--- src/common/cpu_pkg.sv ---
package cpu_pkg;

	// width of a data word and of a byte address
	localparam int word_w = 16;
	// sixteen registers
	localparam int reg_addr_w = 4;
	// word address bits of each memory, 1024 words
	localparam int mem_addr_w = 10;

	// alu operation that computes nothing and writes no flag
	// the decoder sends it for every non-alu instruction
	localparam logic [2:0] alu_nop = 3'b111;

	// values 3 and 7 are reserved and decode as no-operations
	typedef enum logic [3:0] {
		op_add = 4'h0,
		op_sub = 4'h1,
		op_xor = 4'h2,
		op_sll = 4'h4,
		op_sra = 4'h5,
		op_ror = 4'h6,
		op_lw  = 4'h8,
		op_sw  = 4'h9,
		op_llb = 4'ha,
		op_lhb = 4'hb,
		op_b   = 4'hc,
		op_br  = 4'hd,
		op_pcs = 4'he,
		op_hlt = 4'hf
	} opcode_e;

	// branch conditions, checked against the stored flags
	typedef enum logic [2:0] {
		cond_ne     = 3'd0,
		cond_eq     = 3'd1,
		cond_gt     = 3'd2,
		cond_lt     = 3'd3,
		cond_ge     = 3'd4,
		cond_le     = 3'd5,
		cond_ovf    = 3'd6,
		cond_always = 3'd7
	} cond_e;

	// flag write enables use the same bit order
	typedef struct packed {
		logic z;
		logic v;
		logic n;
	} flags_t;

	// alu, memory and pcs format
	typedef struct packed {
		opcode_e opcode;
		logic [reg_addr_w-1:0] rd;
		logic [reg_addr_w-1:0] rs;
		logic [reg_addr_w-1:0] rt;
	} rtype_t;

	// llb and lhb format
	typedef struct packed {
		opcode_e opcode;
		logic [reg_addr_w-1:0] rd;
		logic [7:0] imm8;
	} byte_t;

	// b and br format
	typedef struct packed {
		opcode_e opcode;
		cond_e cond;
		logic [8:0] offset9;
	} branch_t;

	typedef union packed {
		rtype_t rtype;
		byte_t bytes;
		branch_t branch;
	} instr_t;

endpackage

--- src/hdl/pc_control.sv ---
module pc_control import cpu_pkg::*; (
	input  logic clk,
	input  logic rst,
	input  instr_t instr,
	input  logic [word_w-1:0] branch_target_reg,
	input  logic stall,
	input  flags_t flags_new,
	input  logic [2:0] flags_wen,
	output logic [word_w-1:0] pc
);

	// flags from the last alu instruction that wrote them
	flags_t flags;
	logic cond_met;
	logic [word_w-1:0] pc_plus2;
	logic [word_w-1:0] branch_target;
	logic [word_w-1:0] pc_next;

	// branch condition against the stored flags
	always_comb begin
		case (instr.branch.cond)
			cond_ne:  cond_met = !flags.z;
			cond_eq:  cond_met = flags.z;
			cond_gt:  cond_met = !flags.z && !flags.n;
			cond_lt:  cond_met = flags.n;
			cond_ge:  cond_met = flags.z || (!flags.z && !flags.n);
			cond_le:  cond_met = flags.n || flags.z;
			cond_ovf: cond_met = flags.v;
			default:  cond_met = 1'b1;
		endcase
	end

	assign pc_plus2 = pc + word_w'(2);
	// offset counts words so shift left by one
	assign branch_target = pc_plus2
		+ {{(word_w-10){instr.branch.offset9[8]}}, instr.branch.offset9, 1'b0};

	// next pc select
	always_comb begin
		pc_next = pc_plus2;
		if (stall) begin
			// halted, stay on the hlt word
			pc_next = pc;
		end else if (cond_met && instr.branch.opcode == op_b) begin
			pc_next = branch_target;
		end else if (cond_met && instr.branch.opcode == op_br) begin
			pc_next = branch_target_reg;
		end
	end

	always_ff @(posedge clk) begin
		if (rst) begin
			pc <= '0;
			flags <= '0;
		end else begin
			pc <= pc_next;
			// each flag updates on its own enable
			if (!stall) begin
				if (flags_wen[2]) begin
					flags.z <= flags_new.z;
				end
				if (flags_wen[1]) begin
					flags.v <= flags_new.v;
				end
				if (flags_wen[0]) begin
					flags.n <= flags_new.n;
				end
			end
		end
	end

	// instructions are word aligned, so every target must be too
	assert property (@(posedge clk) disable iff (rst) pc[0] == 1'b0)
		else $error("pc is odd");

endmodule

--- config.mk ---
export PLATFORM = sky130hd
export DESIGN_NAME = pc_control
export DESIGN_NICKNAME = d
export VERILOG_FILES = /design/src/common/cpu_pkg.sv /design/src/hdl/pc_control.sv
export SDC_FILE = /design/constraint.sdc
export NUM_CORES = 1
export LEC_CHECK = 0
export ABC_CLOCK_PERIOD_IN_PS = 4100
export BUFFER_PORTS_ARGS = -buffer_cell sky130_fd_sc_hd__buf_2
export CAP_MARGIN = 20
export CELL_PAD_IN_SITES_DETAIL_PLACEMENT = 1
export CELL_PAD_IN_SITES_GLOBAL_PLACEMENT = 1
export CORE_ASPECT_RATIO = 0.8
export CORE_MARGIN = 2
export CORE_UTILIZATION = 30
export DETAILED_ROUTE_END_ITERATION = 10
export GPL_ROUTABILITY_DRIVEN = 0
export PLACE_DENSITY_LB_ADDON = 0.08
export SKIP_CTS_REPAIR_TIMING = 1
export SLEW_MARGIN = 5
export SYNTH_ARGS = -nofsm -noshare
export SYNTH_HDL_FRONTEND = slang
export SYNTH_SLANG_ARGS = --single-unit
--- constraint.sdc ---
create_clock -name clk -period 4.1 [get_ports clk]
set_input_delay 0.82 -clock clk [delete_from_list [all_inputs] [get_ports clk]]
set_output_delay 0.82 -clock clk [all_outputs]
set_load 0.05 [all_outputs]
==> results of run 1 <==
## synthesized netlist by cell type (all sizes together) (6+ instances only)
library cell	count
nand2	18
inv	13
a21o	6
o21ai	6
xor2	6
and3	7
dfxtp	19
nand4	7
xnor2	18
ha	19
mux2i	18
nor2b	10
nor2	21
a21oi	23
## critical path: cells and delay by family, from the launching register on
family	cells	cell delay (ns)
compound gates	5	1.11
xor+xnor	2	0.37
fa+ha+maj	1	0.35
flops	1	0.42
simple gates	3	0.69
## cell type report
cell class | instances | area share, %
multi-input cells | 214 | 65.1
inverters | 13 | 1.97
well taps | 87 | 4.40
flip-flops and latches | 19 | 15.4
clock buffers | 4 | 1.82
repair buffers | 56 | 11.3
## placed cells by master, fill, tap and decap left out, drive strengths merged, types with 2 or more instances in the layout
cell     instances
nor2b           10
mux2             2
nand3            5
mux2i           18
o31a             3
nand2b           3
o21a             5
o21ai            6
nor2            21
nand4            7
a2111oi          2
a221oi           4
ha              19
and3             7
dfxtp           19
o211ai           4
nor3b            2
xnor2           18
a211o            3
o21bai           2
a21oi           23
inv             13
buf             56
or3              3
a21o             6
nor3             4
a211oi           2
nand2           18
xor2             6
clkbuf           4
## through the flow
stage / setup WS [ns] / hold WS [ns] / power, uW / util, %
finish: 1.05 / 0.500 / 597 / 36.3
global route: 0.819 / 0.555 / 639 / 36.3
CTS: 1.05 / 0.516 / 605 / 36.3
detailed placement: 0.993 / 0.497 / 464 / 35.6
global placement: 0.969 / 0.473 / 464 / 35.6
floorplan: 1.07 / 0.461 / 395 / -
## final timing paths
path | from | to
max | pc[4]$_SDFFE_PP0N_ | pc[13]$_SDFFE_PP0N_
min | pc[0]$_SDFFE_PP0P_ | pc[0]$_SDFFE_PP0P_
max reg2reg | pc[4]$_SDFFE_PP0N_ | pc[13]$_SDFFE_PP0N_
min reg2reg | pc[0]$_SDFFE_PP0P_ | pc[0]$_SDFFE_PP0P_
## sequential cells by signal, summed over array words and instances, names as in the netlist
signal	cells
pc	16
flags	3
## cell families after synthesis
kind of cell / after synthesis / share of synthesized area, %
and+or+nand+nor: 84 / 21.8
AOI/OAI and AO/OA: 65 / 22.4
xor gates and xnor gates: 24 / 9.99
buffers and inverters: 22 / 5.35
adders and majority gates: 21 / 12.7
muxes: 20 / 9.63
DFF: 19 / 18.1
## power by group through the flow
| stage | Clock, uW | Combinational, uW | Sequential [uW] |
|---|---|---|---|
| 2_1_floorplan | 0 | 148 | 247 |
| 3_3_place_gp | 0 | 247 | 217 |
| 3_5_place_dp | 0 | 247 | 217 |
| 4_1_cts | 144 | 248 | 213 |
| 5_1_grt | 154 | 270 | 215 |
| 6_report | 139 | 245 | 213 |
## layer usage
metal | up-vias | wire length [um] | part of all wire [%]
met3 | 4 | 222 | 3.5
li1 | 1029 | - | -
met2 | 31 | 2820 | 45
met5 | - | 0 | 0
met4 | 0 | 46 | 0.73
met1 | 958 | 3210 | 51
==> flow_metrics.env, run 1 <==
export IMPL_htreeDepth=1
export IMPL_finish_instance_area_um2=2470
export IMPL_clockBufferDepth=2
export IMPL_path_max_fanout=6
export IMPL_pwr_share_comb_pct=41.0
export IMPL_placedCellCount=389
export IMPL_net_switching_power_uw=232
export IMPL_layout_drive_gt1_share_pct=24.2
export IMPL_vias=2022
export IMPL_worstSetupEndpointType="flop"
export IMPL_grt_pass1_vias=1962
export IMPL_place_area_um2=2430
export IMPL_post_route_min_period_ns=3.05
export IMPL_clk_latency_ns=0.26
export IMPL_p_seq_share_pct=35.6
export IMPL_root_buffer="clkbuf_8"
export IMPL_finalSetupViolCount=0
export IMPL_startpoint_type="flop"
export IMPL_ir_drop_mv=0.146
export IMPL_synthFlopType="dfxtp_1"
export IMPL_drv_slew=0
export IMPL_grtUsageMet2_pct=27.2
export IMPL_synth_area_leaders="dfxtp_1, ha_1, mux2i_1, xnor2_1, a21oi_1"
export IMPL_reg2regPathDepth=11
export IMPL_rsz0062_at_grt="false"
export IMPL_io_buffers=56
export IMPL_synth_top_area_share_pct=18.1
export IMPL_drt_iter0_drc=74
export IMPL_grt_max_degree=36
export IMPL_use_met3_pct=3.17
export IMPL_synth_seq_cells=19
export IMPL_slew_headroom_pct=56.6
export IMPL_leakage_uw=0.00118
export IMPL_clock_fmax_mhz=328
export IMPL_async_flop_share_pct=0
export IMPL_area_delta_synth_final_pct=17.6
export IMPL_hold_depth=2
export IMPL_synthesis_nets=316
export IMPL_critical_path_arrival_ns=3.20
export IMPL_cts_made_buffers=3
export IMPL_top_usage_layer="met2"
export IMPL_final_antenna_net_count=0
export IMPL_core_um2=6820
export IMPL_p_clk_share_pct=23.4
export IMPL_yosysUniqueCellTypes=52
export IMPL_ioPinCount=57
export IMPL_antenna_found_initial=0
export IMPL_cap_viol_max_count=0
export IMPL_post_drt_wl_per_cell_um=16.0
export IMPL_worst_ep_required_time_ns=4.25
export IMPL_slowest_delay_ns=0.42
export IMPL_clkTransAtPathRegs_ns=0.08
export IMPL_hold_viol_final=0
export IMPL_clock_skew_ns=0.00831
export IMPL_final_nets=368
export IMPL_layout_cells_non_filler=393
export IMPL_synth_seq_area_share_pct=18.1
export IMPL_rrSetupSlack_ns=1.05
export IMPL_tns_ns=0
export IMPL_routed_wl_um=6300
export IMPL_intPower_uw=365
export IMPL_critPathKind="reg2reg"
export IMPL_drc=0
export IMPL_hp_class="reg2reg"
export IMPL_dieArea_um2=7710
export IMPL_yosys_area_top_type="dfxtp_1"
export IMPL_syn_avg_cell_area_um2=8.25
export IMPL_grt_pass1_wl_um=10100
export IMPL_p_sw_share_pct=38.9
export IMPL_globalRouteMet1Util_pct=22.6
export IMPL_multi_input_area_um2=1610
export IMPL_grt_usage_pct=16.5
export IMPL_syn_cell_area_um2=2100
export IMPL_n_antenna_cell=0
export IMPL_syn_inst=255
export IMPL_status="finished, final reports clean"
export IMPL_clock_sinks=19
export IMPL_fp_dieW_um=97.6
export IMPL_dr_pass1_iters=2
export IMPL_crit_slowest_cell="dfxtp_1"
export IMPL_finalCritPeriodShare_pct=74.4
export IMPL_grt_overflow_total=0
export IMPL_nFillCells=847
export IMPL_initial_core_util_pct=30.8
export IMPL_seqCellArea_um2=380
export IMPL_worst_pin_slew_ns=0.651
export IMPL_power_density_nw_per_um2=241
export IMPL_die_h_um=78.9
export IMPL_vias_per_cell=5.15
export IMPL_synth_edf_count=0
export IMPL_crit_path_cell_trace="and3_1 -> nor2b_1 -> nand4_1 -> xnor2_1 -> ha_1 -> a21o_1 -> a211o_1 -> o21ai_0 -> o21ai_0 -> xnor2_1 -> a21oi_2"
export IMPL_rows=27
export IMPL_place_hpwl_um=5090
export IMPL_yosysWarnings=0
export IMPL_cts_tree="built"
Power figures use the tool's default switching activity.
==> run 2: changes to the inputs <==
--- a/config.mk
+++ b/config.mk
@@ -5,7 +5,7 @@
 export SDC_FILE = /design/constraint.sdc
 export NUM_CORES = 1
 export LEC_CHECK = 0
-export ABC_CLOCK_PERIOD_IN_PS = 4100
+export ABC_CLOCK_PERIOD_IN_PS = 2700
 export BUFFER_PORTS_ARGS = -buffer_cell sky130_fd_sc_hd__buf_2
 export CAP_MARGIN = 20
 export CELL_PAD_IN_SITES_DETAIL_PLACEMENT = 1
==> constraint.sdc (replaced) <==
create_clock -name clk -period 2.7 [get_ports clk]
set_input_delay 0.54 -clock clk [delete_from_list [all_inputs] [get_ports clk]]
set_output_delay 0.54 -clock clk [all_outputs]
set_load 0.05 [all_outputs]
==> flow_metrics.env, run 2 (synthesis gave the netlist of run 1 again) <==
export IMPL_grt_pass1_vias=2099
export IMPL_vias_per_cell=5.10
export IMPL_clock_skew_ns=0.00533
export IMPL_critical_path_arrival_ns=2.78
export IMPL_reg2regPathDepth=12
export IMPL_vias=2148
export IMPL_drt_iter0_drc=39
export IMPL_htreeDepth=1
export IMPL_nFillCells=853
export IMPL_ir_drop_mv=0.197
export IMPL_cts_made_buffers=3
export IMPL_power_density_nw_per_um2=340
export IMPL_rrSetupSlack_ns=0.12
export IMPL_layout_drive_gt1_share_pct=39.5
export IMPL_leakage_uw=0.00136
export IMPL_rr_startpoint="pc[6]$_SDFFE_PP0N_"
export IMPL_dieArea_um2=7710
export IMPL_die_h_um=78.9
export IMPL_routed_wl_um=6830
export IMPL_critPathLaunch="pc[6]$_SDFFE_PP0N_"
export IMPL_r2r_end="pc[15]$_SDFFE_PP0N_"
export IMPL_area_delta_synth_final_pct=34.7
export IMPL_drc=0
export IMPL_root_buffer="clkbuf_8"
export IMPL_hp_class="in2reg"
export IMPL_finalSetupViolCount=0
export IMPL_final_cell_mix="buf_2, buf_4, nor2_1"
export IMPL_path_max_fanout=3
export IMPL_seqCellArea_um2=407
export IMPL_cts_tree="built"
export IMPL_post_drt_wl_per_cell_um=16.2
export IMPL_dr_pass1_iters=4
export IMPL_critPathKind="reg2reg"
export IMPL_grt_pass1_wl_um=10900
export IMPL_place_hpwl_um=5540
export IMPL_top_regs="pc x16, flags x3"
export IMPL_antenna_found_initial=0
export IMPL_worst_pin_slew_ns=0.515
export IMPL_clk_latency_ns=0.26
export IMPL_clock_fmax_mhz=388
export IMPL_finish_instance_area_um2=2830
export IMPL_layout_commonest_cell="buf_2"
export IMPL_top_register="pc"
export IMPL_place_ws_ns=-0.149
export IMPL_clock_sinks=19
export IMPL_cap_viol_max_count=0
export IMPL_place_area_um2=2660
export IMPL_worstSetupEndpointType="flop"
export IMPL_ioPinCount=57
export IMPL_post_route_min_period_ns=2.58
export IMPL_io_buffers=56
export IMPL_initial_core_util_pct=30.8
export IMPL_tns_ns=0
export IMPL_grt_usage_pct=17.8
export IMPL_clockBufferDepth=2
export IMPL_startpoint_type="flop"
export IMPL_status="finished, final reports clean"
export IMPL_worst_ep_required_time_ns=2.90
export IMPL_n_antenna_cell=0
export IMPL_fp_dieW_um=97.6
export IMPL_largest_reg_flops=16
export IMPL_rsz0062_at_grt="true"
export IMPL_drv_slew=0
export IMPL_multi_input_area_um2=1730
export IMPL_crit_path_end="pc[15]$_SDFFE_PP0N_"
export IMPL_slew_headroom_pct=65.7
export IMPL_final_nets=396
export IMPL_grt_overflow_total=0
export IMPL_hold_ws_ns=0.511
export IMPL_finalCritPeriodShare_pct=95.5
export IMPL_final_util_pct=41.5
export IMPL_hold_viol_final=0
export IMPL_clkTransAtPathRegs_ns=0.08
export IMPL_core_um2=6820
export IMPL_final_antenna_net_count=0
export IMPL_setup_slack_ns=0.122
export IMPL_grt_max_degree=25
export IMPL_rows=27
run 2: changes by cell type in the layout (fill, tap and decap cells not counted), moves of 3 or more:
| cell | change |
|---|---|
| xnor2_2 | +4 |
| ha_1 | -3 |
| a21oi_1 | -4 |
| xnor2_1 | -4 |
| dfxtp_4 | +6 |
| a21oi_2 | +4 |
| o21ai_0 | -5 |
| dfxtp_2 | +3 |
| o21ai_1 | +4 |
| buf_4 | +27 |
| dfxtp_1 | -9 |
run 2: worst max-delay path, cell delays in order (launching register included):
cell      delay, ns
dfxtp_4        0.35
and3_4         0.18
nor2b_4        0.13
buf_6          0.10
nand4_1        0.15
xnor2_2        0.18
ha_1           0.32
a21o_1         0.18
a211o_1        0.24
o211ai_1       0.26
nand4_1        0.12
nor2b_1        0.15
a21oi_1        0.14
run 2: area by class of cell:
class	count	share of cell area, %
repair buffers	84	17.4
clock buffers	4	1.59
inverters	13	1.72
flip-flops and latches	19	14.3
multi-input cells	214	61.1
well taps	87	3.84
run 2: routing by layer:
layer / routed length (um) / global-route usage, % / vias to the layer above
met5: 0 / 0 / -
li1: - / - / 1083
met2: 3140 / 28.7 / 34
met3: 215 / 2.73 / 4
met1: 3430 / 25.6 / 1027
met4: 38 / 2.92 / 0
run 2: how the worst min path moves through the flow:
stage                          startpoint  depth (start not counted)  slack (ns)                    end
global route                 flags_new[0]                          3        0.52  flags[0]$_SDFFE_PP0P_
floorplan           flags[1]$_SDFFE_PP0P_                          2        0.46  flags[1]$_SDFFE_PP0P_
global placement       pc[0]$_SDFFE_PP0P_                          2        0.47     pc[0]$_SDFFE_PP0P_
finish                       flags_new[0]                          3        0.51  flags[0]$_SDFFE_PP0P_
CTS                          flags_new[2]                          3        0.51  flags[2]$_SDFFE_PP0P_
detailed placement     pc[0]$_SDFFE_PP0P_                          2        0.52     pc[0]$_SDFFE_PP0P_
run 2: metrics by stage:
step	total power [uW]	cells
global placement	734	417
floorplan	599	255
CTS	958	421
finish	964	421
global route	1030	421
detailed placement	739	417
run 2: report_power, final:
part | leakage (uW) | switching, uW | internal (uW)
Clock | 0.0000228 | 109 | 105
Sequential | 0.000161 | 20.8 | 296
Combinational | 0.00117 | 243 | 190
Total | 0.00136 | 373 | 591
==> run 3: changes to the inputs <==
--- a/config.mk
+++ b/config.mk
@@ -5,14 +5,14 @@
 export SDC_FILE = /design/constraint.sdc
 export NUM_CORES = 1
 export LEC_CHECK = 0
-export ABC_CLOCK_PERIOD_IN_PS = 2700
+export ABC_CLOCK_PERIOD_IN_PS = 2950
 export BUFFER_PORTS_ARGS = -buffer_cell sky130_fd_sc_hd__buf_2
 export CAP_MARGIN = 20
 export CELL_PAD_IN_SITES_DETAIL_PLACEMENT = 1
 export CELL_PAD_IN_SITES_GLOBAL_PLACEMENT = 1
 export CORE_ASPECT_RATIO = 0.8
 export CORE_MARGIN = 2
-export CORE_UTILIZATION = 30
+export CORE_UTILIZATION = 25
 export DETAILED_ROUTE_END_ITERATION = 10
 export GPL_ROUTABILITY_DRIVEN = 0
 export PLACE_DENSITY_LB_ADDON = 0.08
==> constraint.sdc (replaced) <==
create_clock -name clk -period 2.95 [get_ports clk]
set_input_delay 0.59 -clock clk [delete_from_list [all_inputs] [get_ports clk]]
set_output_delay 0.59 -clock clk [all_outputs]
set_load 0.05 [all_outputs]
==> flow_metrics.env, run 3 (synthesis gave the netlist of run 1 again) <==
export IMPL_io_buffers=56
export IMPL_core_um2=8060
export IMPL_clock_fmax_mhz=361
export IMPL_path_max_fanout=6
export IMPL_finish_instance_area_um2=2620
export IMPL_clock_sinks=19
export IMPL_cap_viol_max_count=0
export IMPL_initial_core_util_pct=26.1
export IMPL_area_delta_synth_final_pct=24.6
export IMPL_clk_latency_ns=0.27
export IMPL_clockBufferDepth=2
export IMPL_htreeDepth=1
export IMPL_cts_tree="built"
export IMPL_final_cell_mix="buf_2, nor2_1, a21oi_1"
export IMPL_clkTransAtPathRegs_ns=0.09
export IMPL_worst_ep_required_time_ns=3.12
export IMPL_dieArea_um2=9170
export IMPL_drv_slew=0
export IMPL_clock_skew_ns=0.00199
export IMPL_grt_overflow_total=0
export IMPL_rows=29
export IMPL_die_h_um=86.1
export IMPL_top_regs="pc x16, flags x3"
export IMPL_dr_pass1_iters=4
export IMPL_drc=0
export IMPL_grt_usage_pct=15.1
export IMPL_final_antenna_net_count=0
export IMPL_n_antenna_cell=0
export IMPL_startpoint_type="flop"
export IMPL_place_hpwl_um=5350
export IMPL_p_total_uw=856
export IMPL_ioPinCount=57
export IMPL_grt_pass1_wl_um=10900
export IMPL_worstSetupEndpointType="flop"
export IMPL_vias_per_cell=4.85
export IMPL_leakage_uw=0.00123
export IMPL_hold_viol_final=0
export IMPL_finalSetupViolCount=0
export IMPL_setup_slack_ns=0.180
export IMPL_place_ws_ns=-0.116
export IMPL_final_util_pct=32.6
export IMPL_grt_pass1_vias=2062
export IMPL_fp_dieW_um=107
export IMPL_critical_path_arrival_ns=2.94
export IMPL_routed_wl_um=6780
export IMPL_worst_pin_slew_ns=0.718
export IMPL_power_density_nw_per_um2=326
export IMPL_finalCritPeriodShare_pct=93.9
export IMPL_hp_class="reg2reg"
export IMPL_largest_reg_flops=16
export IMPL_rrSetupSlack_ns=0.18
export IMPL_status="finished, final reports clean"
export IMPL_place_area_um2=2520
export IMPL_grt_max_degree=36
export IMPL_hold_ws_ns=0.491
export IMPL_antenna_found_initial=0
export IMPL_cts_made_buffers=3
export IMPL_final_nets=375
export IMPL_root_buffer="clkbuf_8"
export IMPL_post_route_min_period_ns=2.77
export IMPL_drt_iter0_drc=39
export IMPL_layout_commonest_cell="buf_2"
export IMPL_post_drt_wl_per_cell_um=16.1
export IMPL_layout_drive_gt1_share_pct=31.9
export IMPL_slew_headroom_pct=52.1
export IMPL_critPathKind="reg2reg"
export IMPL_vias=2040
export IMPL_top_register="pc"
export IMPL_ir_drop_mv=0.163
[run 3: cell count changes in the layout (fill, tap and decap cells not counted), sizes merged]
cell,previous run,this run
buf,84,63
[run 3: per-layer routing]
| layer | GRT usage [%] | vias up | part of all wire, % |
|---|---|---|---|
| met3 | 2.58 | 2 | 3.1 |
| met1 | 22.2 | 966 | 51 |
| met2 | 23.7 | 32 | 45 |
| met5 | 0 | - | 0 |
| li1 | - | 1040 | - |
| met4 | 1.77 | 0 | 0.55 |
[run 3: path summary, 6_finish.rpt]
check | cells after the start | endpoint | start
worst max-delay path | 11 | pc[11]$_SDFFE_PP0N_ | pc[4]$_SDFFE_PP0N_
worst min-delay path | 2 | pc[0]$_SDFFE_PP0P_ | pc[0]$_SDFFE_PP0P_
worst max register to register | 11 | pc[11]$_SDFFE_PP0N_ | pc[4]$_SDFFE_PP0N_
worst min register to register | 2 | pc[0]$_SDFFE_PP0P_ | pc[0]$_SDFFE_PP0P_
[run 3: cell type report]
cell class | instances | area [um2]
sequential | 19 | 388
fill | 999 | 5430
inverter | 13 | 48.8
timing repair buffer | 63 | 333
clock buffer | 4 | 45.0
multi-input combinational | 214 | 1670
tap | 108 | 135
[run 3: through the flow]
step           std cells  TNS, ns
2_1_floorplan        255        0
3_3_place_gp         417  -0.0751
3_5_place_dp         417   -0.138
4_1_cts              421   -0.181
5_1_grt              421  -0.0874
6_report             421        0
[run 3: report_power, final]
part / switching, uW / leakage [uW] / total, uW / internal, uW
clock: 108 / 0.0000228 / 205 / 96.6
combinational: 208 / 0.00105 / 355 / 147
sequential: 22.6 / 0.000158 / 296 / 273
total: 339 / 0.00123 / 856 / 517
[run 3: critical path, stage by stage (launching register included)]
cell,delay [ns]
dfxtp_2,0.38
and3_4,0.20
nor2b_4,0.16
nand4_1,0.18
xnor2_2,0.23
ha_2,0.33
a21o_1,0.23
a211o_1,0.31
o21ai_2,0.18
xor2_1,0.17
mux2i_1,0.12
o21a_1,0.18
